`src/verilog/pat_settings.svh`:
```
`ifndef PAT_SETTINGS_SVH
`define PAT_SETTINGS_SVH

// ==============================
// datapath widths
// ==============================

// data and register width
`define PAT_DATA_WIDTH 8

// instruction address width, 1k words
`define PAT_PC_WIDTH 10

// ==============================
// register file
// ==============================

`define PAT_NUM_REGS 8        // data registers r0..r7
`define PAT_REG_ADR_WIDTH 3   // log2 of the register count

// ==============================
// io and pipeline
// ==============================

// input bytes reachable by IN, selected one-hot
`define PAT_NUM_INPUTS 3

// instructions behind a taken branch that never commit
// (decode slot, arrival slot and the word still in flight)
`define PAT_SQUASH_SLOTS 3

`endif

```
`src/verilog/pat_pkg.sv`:
```
`include "pat_settings.svh"

package pat_pkg;

	// ==============================
	// opcode spaces
	// ==============================

	// i8 space, 4'b1111 escapes into i3
	typedef enum logic [3:0]
	{
		I8_ORI       = 4'b0000,
		I8_ORR       = 4'b0001,
		I8_ANDI      = 4'b0010,
		I8_ANDR      = 4'b0011,
		I8_ADDI      = 4'b0100,
		I8_ADDR      = 4'b0101,
		I8_SUBI      = 4'b0110,
		I8_SUBR      = 4'b0111,
		I8_LDI       = 4'b1000,
		I8_BF        = 4'b1101,
		I8_I3_PREFIX = 4'b1111
	} pat_i8_op_e;

	// i3 space lives in imm8[7:4], 4'b1111 escapes into i0
	typedef enum logic [3:0]
	{
		I3_SHLZI     = 4'b0000,
		I3_SHLZR     = 4'b0001,
		I3_SHLOI     = 4'b0010,
		I3_SHLOR     = 4'b0011,
		I3_SHRZI     = 4'b0100,
		I3_SHRZR     = 4'b0101,
		I3_ASRI      = 4'b0110,
		I3_ASRR      = 4'b0111,
		I3_IN        = 4'b1010,
		I3_OUT       = 4'b1011,
		I3_I0_PREFIX = 4'b1111
	} pat_i3_op_e;

	// i0 space lives in imm8[3:0]
	typedef enum logic [3:0]
	{
		I0_NOT  = 4'b0000,
		I0_TEST = 4'b0010,
		I0_NOP  = 4'b1111
	} pat_i0_op_e;

	typedef enum logic [1:0] {COND_Z, COND_NZ, COND_N, COND_AL} pat_cond_e;

	typedef enum logic [3:0]
	{
		ALU_OR, ALU_AND, ALU_ADD, ALU_SUB, ALU_PASS,
		ALU_NOT, ALU_SHLZ, ALU_SHLO, ALU_SHRZ, ALU_ASR
	} pat_alu_op_e;

	// ==============================
	// structs between the stages
	// ==============================

	typedef struct packed
	{
		logic [`PAT_REG_ADR_WIDTH-1:0] rn; // destination and first source
		pat_cond_e cond;
		pat_i8_op_e op8;
		logic [7:0] imm8;                  // i3 op / spare bit / imm3 when prefixed
	} pat_instr_t;

	typedef struct packed
	{
		logic [`PAT_DATA_WIDTH-1:0] in0;
		logic [`PAT_DATA_WIDTH-1:0] in1;
		logic [`PAT_DATA_WIDTH-1:0] in2;
	} pat_in_bus_t;

	// decode -> execute control word
	typedef struct packed
	{
		pat_alu_op_e alu_op;
		logic [`PAT_REG_ADR_WIDTH-1:0] rd;
		logic [`PAT_DATA_WIDTH-1:0] a;     // R[rn]
		logic [`PAT_DATA_WIDTH-1:0] b;     // immediate, R[imm] or input byte
		logic write_reg;
		logic is_out;
		logic is_test;
		logic is_branch;
		pat_cond_e cond;
		logic [7:0] offset;                // signed branch distance
		logic [`PAT_PC_WIDTH-1:0] pc;      // address of this instruction
	} pat_exec_ctl_t;

	// i3 prefix, i0 prefix, i0 NOP
	localparam pat_instr_t instr_nop = '{rn: '0, cond: COND_AL, op8: I8_I3_PREFIX, imm8: 8'hff};

endpackage

```
`src/verilog/pat_reg_file.sv`:
```
`include "pat_settings.svh"

module pat_reg_file
(
	input  logic clk,
	input  logic reset,
	input  logic [`PAT_REG_ADR_WIDTH-1:0] i_rd_adr_a,
	input  logic [`PAT_REG_ADR_WIDTH-1:0] i_rd_adr_b,
	output logic [`PAT_DATA_WIDTH-1:0] o_rd_data_a,
	output logic [`PAT_DATA_WIDTH-1:0] o_rd_data_b,
	input  logic i_wr_en,
	input  logic [`PAT_REG_ADR_WIDTH-1:0] i_wr_adr,
	input  logic [`PAT_DATA_WIDTH-1:0] i_wr_data
);

	logic [`PAT_DATA_WIDTH-1:0] regs [`PAT_NUM_REGS];

	// single write port, commit at the end of execute
	always_ff @(posedge clk)
	begin
		if (reset)
		begin
			for (int i = 0; i < `PAT_NUM_REGS; i++)
				regs[i] <= '0;
		end
		else if (i_wr_en)
			regs[i_wr_adr] <= i_wr_data;
	end

	// ==============================
	// write-through reads
	// ==============================

	// a write in the same cycle wins, so dependent neighbours need no stall
	assign o_rd_data_a = (i_wr_en && (i_wr_adr == i_rd_adr_a)) ? i_wr_data : regs[i_rd_adr_a];
	assign o_rd_data_b = (i_wr_en && (i_wr_adr == i_rd_adr_b)) ? i_wr_data : regs[i_rd_adr_b];

endmodule

```
`src/verilog/pat_program_counter.sv`:
```
`include "pat_settings.svh"

module pat_program_counter
(
	input  logic clk,
	input  logic reset,
	input  logic i_jump,                        // taken branch, from execute
	input  logic [`PAT_PC_WIDTH-1:0] i_target,
	output logic [`PAT_PC_WIDTH-1:0] o_pc       // fetch address to instruction memory
);

	logic [`PAT_PC_WIDTH-1:0] pc_next;

	// ==============================
	// next address
	// ==============================

	// target arrives already formed, so one mux covers step and jump
	assign pc_next = i_jump ? i_target : o_pc + `PAT_PC_WIDTH'(1);

	// no stalls, the address moves every cycle
	always_ff @(posedge clk)
	begin
		if (reset)
			o_pc <= '0;
		else
			o_pc <= pc_next;
	end

endmodule

```
`src/verilog/pat_decoder.sv`:
```
`include "pat_settings.svh"

module pat_decoder
(
	input  logic clk,
	input  logic reset,
	input  pat_pkg::pat_instr_t i_instruction,  // one cycle behind i_pc
	input  logic [`PAT_PC_WIDTH-1:0] i_pc,
	input  pat_pkg::pat_in_bus_t i_inputs,
	input  logic i_flush,                       // taken branch in execute
	output logic [`PAT_REG_ADR_WIDTH-1:0] o_rd_adr_a,
	output logic [`PAT_REG_ADR_WIDTH-1:0] o_rd_adr_b,
	input  logic [`PAT_DATA_WIDTH-1:0] i_rd_data_a,
	input  logic [`PAT_DATA_WIDTH-1:0] i_rd_data_b,
	output pat_pkg::pat_exec_ctl_t o_exec
);
	import pat_pkg::*;

	logic [`PAT_PC_WIDTH-1:0] arr_pc;   // address of the word now on i_instruction
	logic [1:0] drop_cnt;               // arriving words still to be discarded
	pat_instr_t dec_instr;              // decode slot
	logic [`PAT_PC_WIDTH-1:0] dec_pc;
	pat_i3_op_e i3_op;
	pat_i0_op_e i0_op;
	logic [`PAT_DATA_WIDTH-1:0] imm3_ext;
	logic [`PAT_NUM_INPUTS-1:0] in_sel;
	logic [`PAT_DATA_WIDTH-1:0] in_byte;
	pat_exec_ctl_t ctl;

	// ==============================
	// arrival -> decode slot
	// ==============================
	always_ff @(posedge clk)
	begin
		arr_pc <= i_pc;    // memory answers a cycle late, so the pc does too
		dec_pc <= arr_pc;
		if (reset)
		begin
			dec_instr <= instr_nop;
			drop_cnt <= 2'd1;    // bus word seen in the first cycle is stale
		end
		else if (i_flush)
		begin
			dec_instr <= instr_nop;
			drop_cnt <= 2'(`PAT_SQUASH_SLOTS - 2);   // two slots already cleared here
		end
		else
		begin
			dec_instr <= (drop_cnt != 2'd0) ? instr_nop : i_instruction;
			if (drop_cnt != 2'd0)
				drop_cnt <= drop_cnt - 2'd1;
		end
	end

	// register reads happen in decode, the file bypasses same-cycle writes
	assign o_rd_adr_a = dec_instr.rn;
	assign o_rd_adr_b = dec_instr.imm8[`PAT_REG_ADR_WIDTH-1:0];

	assign i3_op = pat_i3_op_e'(dec_instr.imm8[7:4]);
	assign i0_op = pat_i0_op_e'(dec_instr.imm8[3:0]);
	assign imm3_ext = {{(`PAT_DATA_WIDTH-3){1'b0}}, dec_instr.imm8[2:0]};
	assign in_sel = dec_instr.imm8[`PAT_NUM_INPUTS-1:0];

	// one-hot input select, bad codes fall back to in0
	always_comb
	begin
		case (in_sel)
			3'b010: in_byte = i_inputs.in1;
			3'b100: in_byte = i_inputs.in2;
			default: in_byte = i_inputs.in0;
		endcase
	end

	// ==============================
	// decode of the three spaces
	// ==============================
	always_comb
	begin
		ctl = '0;
		ctl.alu_op = ALU_PASS;
		ctl.rd = dec_instr.rn;
		ctl.a = i_rd_data_a;
		ctl.b = dec_instr.op8[0] ? i_rd_data_b : dec_instr.imm8;   // odd code = register form
		ctl.cond = dec_instr.cond;
		ctl.offset = dec_instr.imm8;
		ctl.pc = dec_pc;
		if (dec_instr.op8 != I8_I3_PREFIX)
		begin
			ctl.write_reg = 1'b1;
			case (dec_instr.op8)
				I8_ORI, I8_ORR: ctl.alu_op = ALU_OR;
				I8_ANDI, I8_ANDR: ctl.alu_op = ALU_AND;
				I8_ADDI, I8_ADDR: ctl.alu_op = ALU_ADD;
				I8_SUBI, I8_SUBR: ctl.alu_op = ALU_SUB;
				I8_LDI: ctl.alu_op = ALU_PASS;   // b already holds imm8
				I8_BF:
				begin
					ctl.write_reg = 1'b0;
					ctl.is_branch = 1'b1;
				end
				default: ctl.write_reg = 1'b0;   // undefined, behaves as NOP
			endcase
		end
		else if (i3_op != I3_I0_PREFIX)
		begin
			ctl.b = i3_op[0] ? i_rd_data_b : imm3_ext;
			ctl.write_reg = 1'b1;
			case (i3_op)
				I3_SHLZI, I3_SHLZR: ctl.alu_op = ALU_SHLZ;
				I3_SHLOI, I3_SHLOR: ctl.alu_op = ALU_SHLO;
				I3_SHRZI, I3_SHRZR: ctl.alu_op = ALU_SHRZ;
				I3_ASRI, I3_ASRR: ctl.alu_op = ALU_ASR;
				I3_IN: ctl.b = in_byte;   // pass straight through
				I3_OUT:
				begin
					ctl.write_reg = 1'b0;
					ctl.is_out = 1'b1;
				end
				default: ctl.write_reg = 1'b0;
			endcase
		end
		else
		begin
			case (i0_op)
				I0_NOT:
				begin
					ctl.alu_op = ALU_NOT;
					ctl.write_reg = 1'b1;
				end
				I0_TEST: ctl.is_test = 1'b1;
				default: ;   // NOP and spare codes
			endcase
		end
	end

	// all-zero word has no side effects, it is the execute NOP
	always_ff @(posedge clk)
	begin
		if (reset || i_flush)
			o_exec <= '0;
		else
			o_exec <= ctl;
	end

endmodule

```
`src/verilog/pat_execute.sv`:
```
`include "pat_settings.svh"

module pat_execute
(
	input  logic clk,
	input  logic reset,
	input  pat_pkg::pat_exec_ctl_t i_exec,
	output logic o_wr_en,
	output logic [`PAT_REG_ADR_WIDTH-1:0] o_wr_adr,
	output logic [`PAT_DATA_WIDTH-1:0] o_wr_data,
	output logic o_jump,
	output logic [`PAT_PC_WIDTH-1:0] o_target,
	output logic [`PAT_DATA_WIDTH-1:0] o_out,
	output logic o_out_strobe
);
	import pat_pkg::*;

	logic z_flag;
	logic n_flag;
	logic is_sub;
	logic [`PAT_DATA_WIDTH-1:0] b_eff;
	logic [`PAT_DATA_WIDTH-1:0] sum;
	logic [2:0] shamt;
	logic [`PAT_DATA_WIDTH-1:0] shlz;
	logic [`PAT_DATA_WIDTH-1:0] shlo;
	logic [`PAT_DATA_WIDTH-1:0] shrz;
	logic [`PAT_DATA_WIDTH-1:0] asr;
	logic [`PAT_DATA_WIDTH-1:0] result;
	logic cond_met;
	logic [`PAT_PC_WIDTH-1:0] offset_ext;

	// ==============================
	// alu
	// ==============================

	// one adder, subtract as a + ~b + 1
	assign is_sub = (i_exec.alu_op == ALU_SUB);
	assign b_eff = is_sub ? ~i_exec.b : i_exec.b;
	assign sum = i_exec.a + b_eff + `PAT_DATA_WIDTH'(is_sub);

	// shifter, only the low 3 bits of b count
	assign shamt = i_exec.b[2:0];
	assign shlz = i_exec.a << shamt;
	assign shlo = ~(~i_exec.a << shamt);   // zeros into the inverse = ones into a
	assign shrz = i_exec.a >> shamt;
	assign asr = $signed(i_exec.a) >>> shamt;

	always_comb
	begin
		case (i_exec.alu_op)
			ALU_ADD, ALU_SUB: result = sum;
			ALU_OR: result = i_exec.a | i_exec.b;
			ALU_AND: result = i_exec.a & i_exec.b;
			ALU_NOT: result = ~i_exec.a;
			ALU_SHLZ: result = shlz;
			ALU_SHLO: result = shlo;
			ALU_SHRZ: result = shrz;
			ALU_ASR: result = asr;
			default: result = i_exec.b;   // PASS for LDI and IN
		endcase
	end

	// commit goes straight to the register file write port
	assign o_wr_en = i_exec.write_reg;
	assign o_wr_adr = i_exec.rd;
	assign o_wr_data = result;

	// flags move on TEST only
	always_ff @(posedge clk)
	begin
		if (reset)
		begin
			z_flag <= 1'b0;
			n_flag <= 1'b0;
		end
		else if (i_exec.is_test)
		begin
			z_flag <= (i_exec.a == '0);
			n_flag <= i_exec.a[`PAT_DATA_WIDTH-1];   // sign bit
		end
	end

	// ==============================
	// branch resolution
	// ==============================
	always_comb
	begin
		case (i_exec.cond)
			COND_Z: cond_met = z_flag;
			COND_NZ: cond_met = !z_flag;
			COND_N: cond_met = n_flag;
			default: cond_met = 1'b1;   // AL
		endcase
	end

	// high for the one cycle BF sits here, the slots behind it get flushed
	assign o_jump = i_exec.is_branch && cond_met;
	assign offset_ext = {{(`PAT_PC_WIDTH-8){i_exec.offset[7]}}, i_exec.offset};
	assign o_target = i_exec.pc + offset_ext;   // relative to the BF itself

	// output port, registered so the strobe lands a cycle after execute
	always_ff @(posedge clk)
	begin
		if (reset)
			o_out_strobe <= 1'b0;
		else
			o_out_strobe <= i_exec.is_out;
		if (i_exec.is_out)
			o_out <= i_exec.a;
	end

endmodule

```
`src/verilog/pat_core.sv`:
```
`include "pat_settings.svh"

module pat_core
(
	input  logic clk,
	input  logic reset,
	input  pat_pkg::pat_instr_t i_instruction,   // word for the pc of the previous cycle
	input  pat_pkg::pat_in_bus_t i_inputs,
	output logic [`PAT_PC_WIDTH-1:0] o_pc,
	output logic o_jump,
	output logic [`PAT_DATA_WIDTH-1:0] o_out,
	output logic o_out_strobe
);
	import pat_pkg::*;

	// ==============================
	// stage wiring
	// ==============================
	logic [`PAT_PC_WIDTH-1:0] target;
	logic [`PAT_REG_ADR_WIDTH-1:0] rd_adr_a;
	logic [`PAT_REG_ADR_WIDTH-1:0] rd_adr_b;
	logic [`PAT_DATA_WIDTH-1:0] rd_data_a;
	logic [`PAT_DATA_WIDTH-1:0] rd_data_b;
	pat_exec_ctl_t exec_ctl;              // decode -> execute
	logic wr_en;
	logic [`PAT_REG_ADR_WIDTH-1:0] wr_adr;
	logic [`PAT_DATA_WIDTH-1:0] wr_data;

	pat_program_counter pc_i
	(
		.clk(clk),
		.reset(reset),
		.i_jump(o_jump),
		.i_target(target),
		.o_pc(o_pc)
	);

	// arrival + decode, flushed by the same jump that reloads the pc
	pat_decoder dec_i
	(
		.clk(clk),
		.reset(reset),
		.i_instruction(i_instruction),
		.i_pc(o_pc),
		.i_inputs(i_inputs),
		.i_flush(o_jump),
		.o_rd_adr_a(rd_adr_a),
		.o_rd_adr_b(rd_adr_b),
		.i_rd_data_a(rd_data_a),
		.i_rd_data_b(rd_data_b),
		.o_exec(exec_ctl)
	);

	pat_reg_file rf_i
	(
		.clk(clk),
		.reset(reset),
		.i_rd_adr_a(rd_adr_a),
		.i_rd_adr_b(rd_adr_b),
		.o_rd_data_a(rd_data_a),
		.o_rd_data_b(rd_data_b),
		.i_wr_en(wr_en),
		.i_wr_adr(wr_adr),
		.i_wr_data(wr_data)
	);

	pat_execute exe_i
	(
		.clk(clk),
		.reset(reset),
		.i_exec(exec_ctl),
		.o_wr_en(wr_en),
		.o_wr_adr(wr_adr),
		.o_wr_data(wr_data),
		.o_jump(o_jump),
		.o_target(target),
		.o_out(o_out),
		.o_out_strobe(o_out_strobe)
	);

endmodule

```
`config.mk`:
```
export PLATFORM = sky130hd
export DESIGN_NAME = pat_core
export DESIGN_NICKNAME = d
export VERILOG_FILES = /design/src/verilog/pat_pkg.sv /design/src/verilog/pat_reg_file.sv /design/src/verilog/pat_program_counter.sv /design/src/verilog/pat_decoder.sv /design/src/verilog/pat_execute.sv /design/src/verilog/pat_core.sv
export VERILOG_INCLUDE_DIRS = /design/src /design/src/verilog
export SDC_FILE = /design/constraint.sdc
export NUM_CORES = 1
export LEC_CHECK = 0
export ABC_CLOCK_PERIOD_IN_PS = 2800
export BUFFER_PORTS_ARGS = -buffer_cell sky130_fd_sc_hd__buf_4
export CAP_MARGIN = 20
export CORE_MARGIN = 2
export CORE_UTILIZATION = 55
export CTS_CLUSTER_SIZE = 16
export DETAILED_ROUTE_END_ITERATION = 8
export PLACE_DENSITY = 0.77
export SYNTH_ARGS = -nofsm -noshare
export SYNTH_HDL_FRONTEND = slang
export SYNTH_SLANG_ARGS = --single-unit
```
`constraint.sdc`:
```
create_clock -name clk -period 2.8 [get_ports clk]
set_clock_uncertainty 0.05 [all_clocks]
set_input_delay 0.28 -clock clk [delete_from_list [all_inputs] [get_ports clk]]
set_output_delay 0.28 -clock clk [all_outputs]
set_load 0.01 [all_outputs]
```
==> impl_metrics.py <==
metrics = {
    "critical_path": {
        "critPathKind": "flop to flop",
        "path_cells": "nand4bb_1, buf_6, xnor2_4, fa_2, a21o_1, a21o_1, a21oi_2, mux2_4, nor2_4, o22ai_4, clkbuf_16, a2111oi_4",
        "crit_top_cell": "a21o_1",
        "critPathLaunchType": "flop",
        "max_stage_delay_ns": 0.37,
        "path_max_fanout": 8,
        "slowest_stage": "fa_2",
        "required_ns": 3.08,
        "critPathCaptureType": "flop",
        "arrival_ns": 3.21,
    },
    "sta": {
        "worst_pin_slew_ns": 0.886,
        "period_minus_slack_ns": 2.92,
        "setup_viol": 25,
        "finalHoldViolCount": 0,
        "timing.fmax_mhz": 342,
        "slew_violations": 0,
        "fin_ws_ns": -0.124,
        "fin_crit_sh": 1.04,
        "rsz0062_at_grt": "true",
        "fin_tns_setup_ns": -1.58,
        "maxSlewHeadroom": 0.409,
    },
    "pwr": {
        "finalPower_mw": 8.78,
        "power.leakage_nw": 4.39,
        "power.density_nw_per_um2": 788,
        "p_int_mw": 5.65,
        "seqPwrFrac": 0.351,
        "switchingPower_mw": 3.13,
        "max-vdd-ir-drop_mv": 0.524,
        "power.share.clock": 0.259,
        "swShare": 0.356,
        "p_comb_frac": 0.389,
    },
    "clock_network": {
        "htreeDepth": 4,
        "root_buffer": "clkbuf_16",
        "clkLatencyLatePin_ns": 0.44,
        "cts_sinks": 171,
        "cts_tree": "done",
        "path_clk_slew_ns": 0.07,
        "clockBufferDepth": 2,
        "cts_made_buffers": 17,
    },
    "routing": {
        "drtIter0Drc": 735,
        "vias_per_cell": 6.19,
        "drc": 0,
        "dr.pass1.iters": 6,
        "avgRoutedWirePerCell_um": 20.9,
        "ant_nets": 0,
        "wl_um": 24900,
        "num_vias": 7379,
    },
    "synthesis": {
        "synth.most_common_cell": "nor2_1",
        "synth_top_area_frac": 0.240,
        "synth_nets": 916,
        "syn_area_um2": 9020,
        "syn-instance-count": 851,
        "netlist_top_cells_count": "114 x nor2_1, 99 x dfxtp_1, 72 x edfxtp_1",
        "synth_ff_type": "dfxtp_1",
        "ys_ff_latch": 171,
        "ys_warn_count": 0,
        "ys_types": 83,
        "synth-edff-count": 72,
        "avgSynthCellArea_um2": 10.6,
        "seq_area_frac_synth": 0.459,
        "async_flop_share": 0,
        "synthTopCellsByArea": "edfxtp_1 24%, dfxtp_1 22%, mux4_2 8.2%",
        "yosys.area.top_type": "edfxtp_1",
    },
    "placed_design": {
        "io_buffers": 62,
        "gp_congestion": 0.926,
        "pre_cts_ws_ns": -0.0714,
        "place_hpwl_um": 16600,
    },
    "global_routing": {
        "grt_pass1_wl_um": 38000,
        "grt_start_max_net_pins": 27,
        "grt_use_total": 0.282,
        "antenna_found_initial": 0,
        "grt_pass1_vias": 7038,
        "overflow": 0,
    },
    "finish": {
        "synthToLayoutAreaGrowth_pct": 23.5,
        "nets": 1029,
        "antenna_cells": 0,
        "drive_gt1_frac": 0.287,
    },
    "worst_hold_path": {
        "worstHoldPathType": "input port to flop",
    },
    "floorplan": {
        "core_um2": 15900,
        "die_h_um": 132,
        "die_w_um": 132,
        "rows": 46,
        "start_util": 0.566,
        "io_pins": 63,
        "dieArea_um2": 17400,
    },
    "flow_run": {
        "drv_cap": 0,
    },
    "run_status": {
        "status": "finished, violations left",
        "violations": "negative setup slack",
    },
}
## logic make-up after synthesis
group,share of synthesized area
and+or+nand+nor,0.158
AOI/OAI and AO/OA,0.149
buffers and inverters,0.0388
DFF,0.459
xor gates and xnor gates,0.0320
adders and majority gates,0.0355
muxes,0.127
## repair_timing
action | in CTS | in global routing
hold endpoints to repair | 14 | 0
gates resized for setup | 5 | 44
hold buffers | 14 | 0
gates cloned | 1 | 2
pin swaps | 4 | 11
setup buffers | 7 | 5
setup endpoints to repair | 9 | 54
## final cells by class
type | count | area (um2)
inverters | 23 | 86.3
clock buffers | 18 | 429
well taps | 216 | 270
repair buffers | 151 | 1240
clock inverters | 14 | 140
multi-input cells | 600 | 4830
fillers | 1137 | 4800
flip-flops and latches | 171 | 4150
## worst max-delay path: cells and delay by family (launching register included)
kind | cells | cell delay (ns)
DFF | 1 | 0.31
buffers and inverters | 2 | 0.39
xor gates and xnor gates | 1 | 0.15
muxes | 1 | 0.32
and+or+nand+nor | 2 | 0.29
adders and majority gates | 1 | 0.37
AOI/OAI and AO/OA | 5 | 0.92
## placed cells by master, fill, tap and decap left out, types with 6 or more instances in the layout
cell type / netlist / layout
dlygate4sd3_1: 0 / 14
a21oi_1: 33 / 31
nand3_1: 15 / 15
o22a_1: 7 / 7
xor2_1: 14 / 13
edfxtp_1: 72 / 72
or2_2: 16 / 16
dfxtp_1: 99 / 97
and3_1: 6 / 6
buf_4: 1 / 129
nand2_1: 44 / 43
clkbuf_16: 0 / 18
a21o_1: 10 / 10
nor2_1: 114 / 105
and2_1: 22 / 22
mux2i_1: 27 / 27
nor3_1: 9 / 9
a211oi_1: 25 / 23
o22ai_1: 12 / 11
xnor2_1: 19 / 14
inv_1: 22 / 22
nor2b_1: 15 / 15
mux2_2: 9 / 8
ha_1: 20 / 15
o21ai_0: 27 / 24
nand2b_1: 20 / 20
mux4_2: 33 / 33
## routing by layer
layer  global-route usage  vias up  wire (um)
met4               0.0972        0        720
met1                0.385     3571      10300
met5                    0        -          0
met3               0.0465       69       1940
met2                0.458      371      12000
li1                     -     3368          -
## final timing paths
check        slack [ns]         startpoint                  end  cells after the start
max               -0.12   dec_i.o_exec[45]     dec_i.o_exec[30]                     12
min                0.06  i_instruction[14]  dec_i.o_rd_adr_a[0]                      2
max reg2reg       -0.12   dec_i.o_exec[45]     dec_i.o_exec[30]                     12
min reg2reg        0.28    dec_i.arr_pc[3]      dec_i.dec_pc[3]                      0
## state kept, by name, summed over array words and instances, names as in the netlist
signal,cells
dec_i.arr_pc,10
dec_i.ctl,7
dec_i.dec_instr,4
dec_i.dec_pc,10
dec_i.drop_cnt,2
dec_i.o_exec,47
dec_i.o_rd_adr_a,3
dec_i.o_rd_adr_b,3
exe_i.n_flag,1
exe_i.o_out,8
exe_i.o_out_strobe,1
exe_i.z_flag,1
pc_i.o_pc,10
rf_i.regs,64
## power by group through the flow
stage / clock, mW / combinational, mW / sequential (mW)
6_report: 2.28 / 3.42 / 3.08
3_5_place_dp: 0 / 2.82 / 3.10
5_1_grt: 2.39 / 3.63 / 3.11
3_3_place_gp: 0 / 2.78 / 3.09
2_1_floorplan: 0 / 2.02 / 3.03
4_1_cts: 2.30 / 2.96 / 3.06
## through the flow
stage / hold slack, ns / util / instance area, um2 / std cells
2_1_floorplan: 0.260 / - / 9080 / 851
4_1_cts: 0.0433 / 0.679 / 10800 / 1186
6_report: 0.0575 / 0.699 / 11100 / 1193
5_1_grt: 0.0428 / 0.699 / 11100 / 1193
3_5_place_dp: 0.263 / 0.629 / 10000 / 1132
3_3_place_gp: 0.262 / 0.629 / 10000 / 1132
Note: power is estimated with default switching activity, not from simulation.
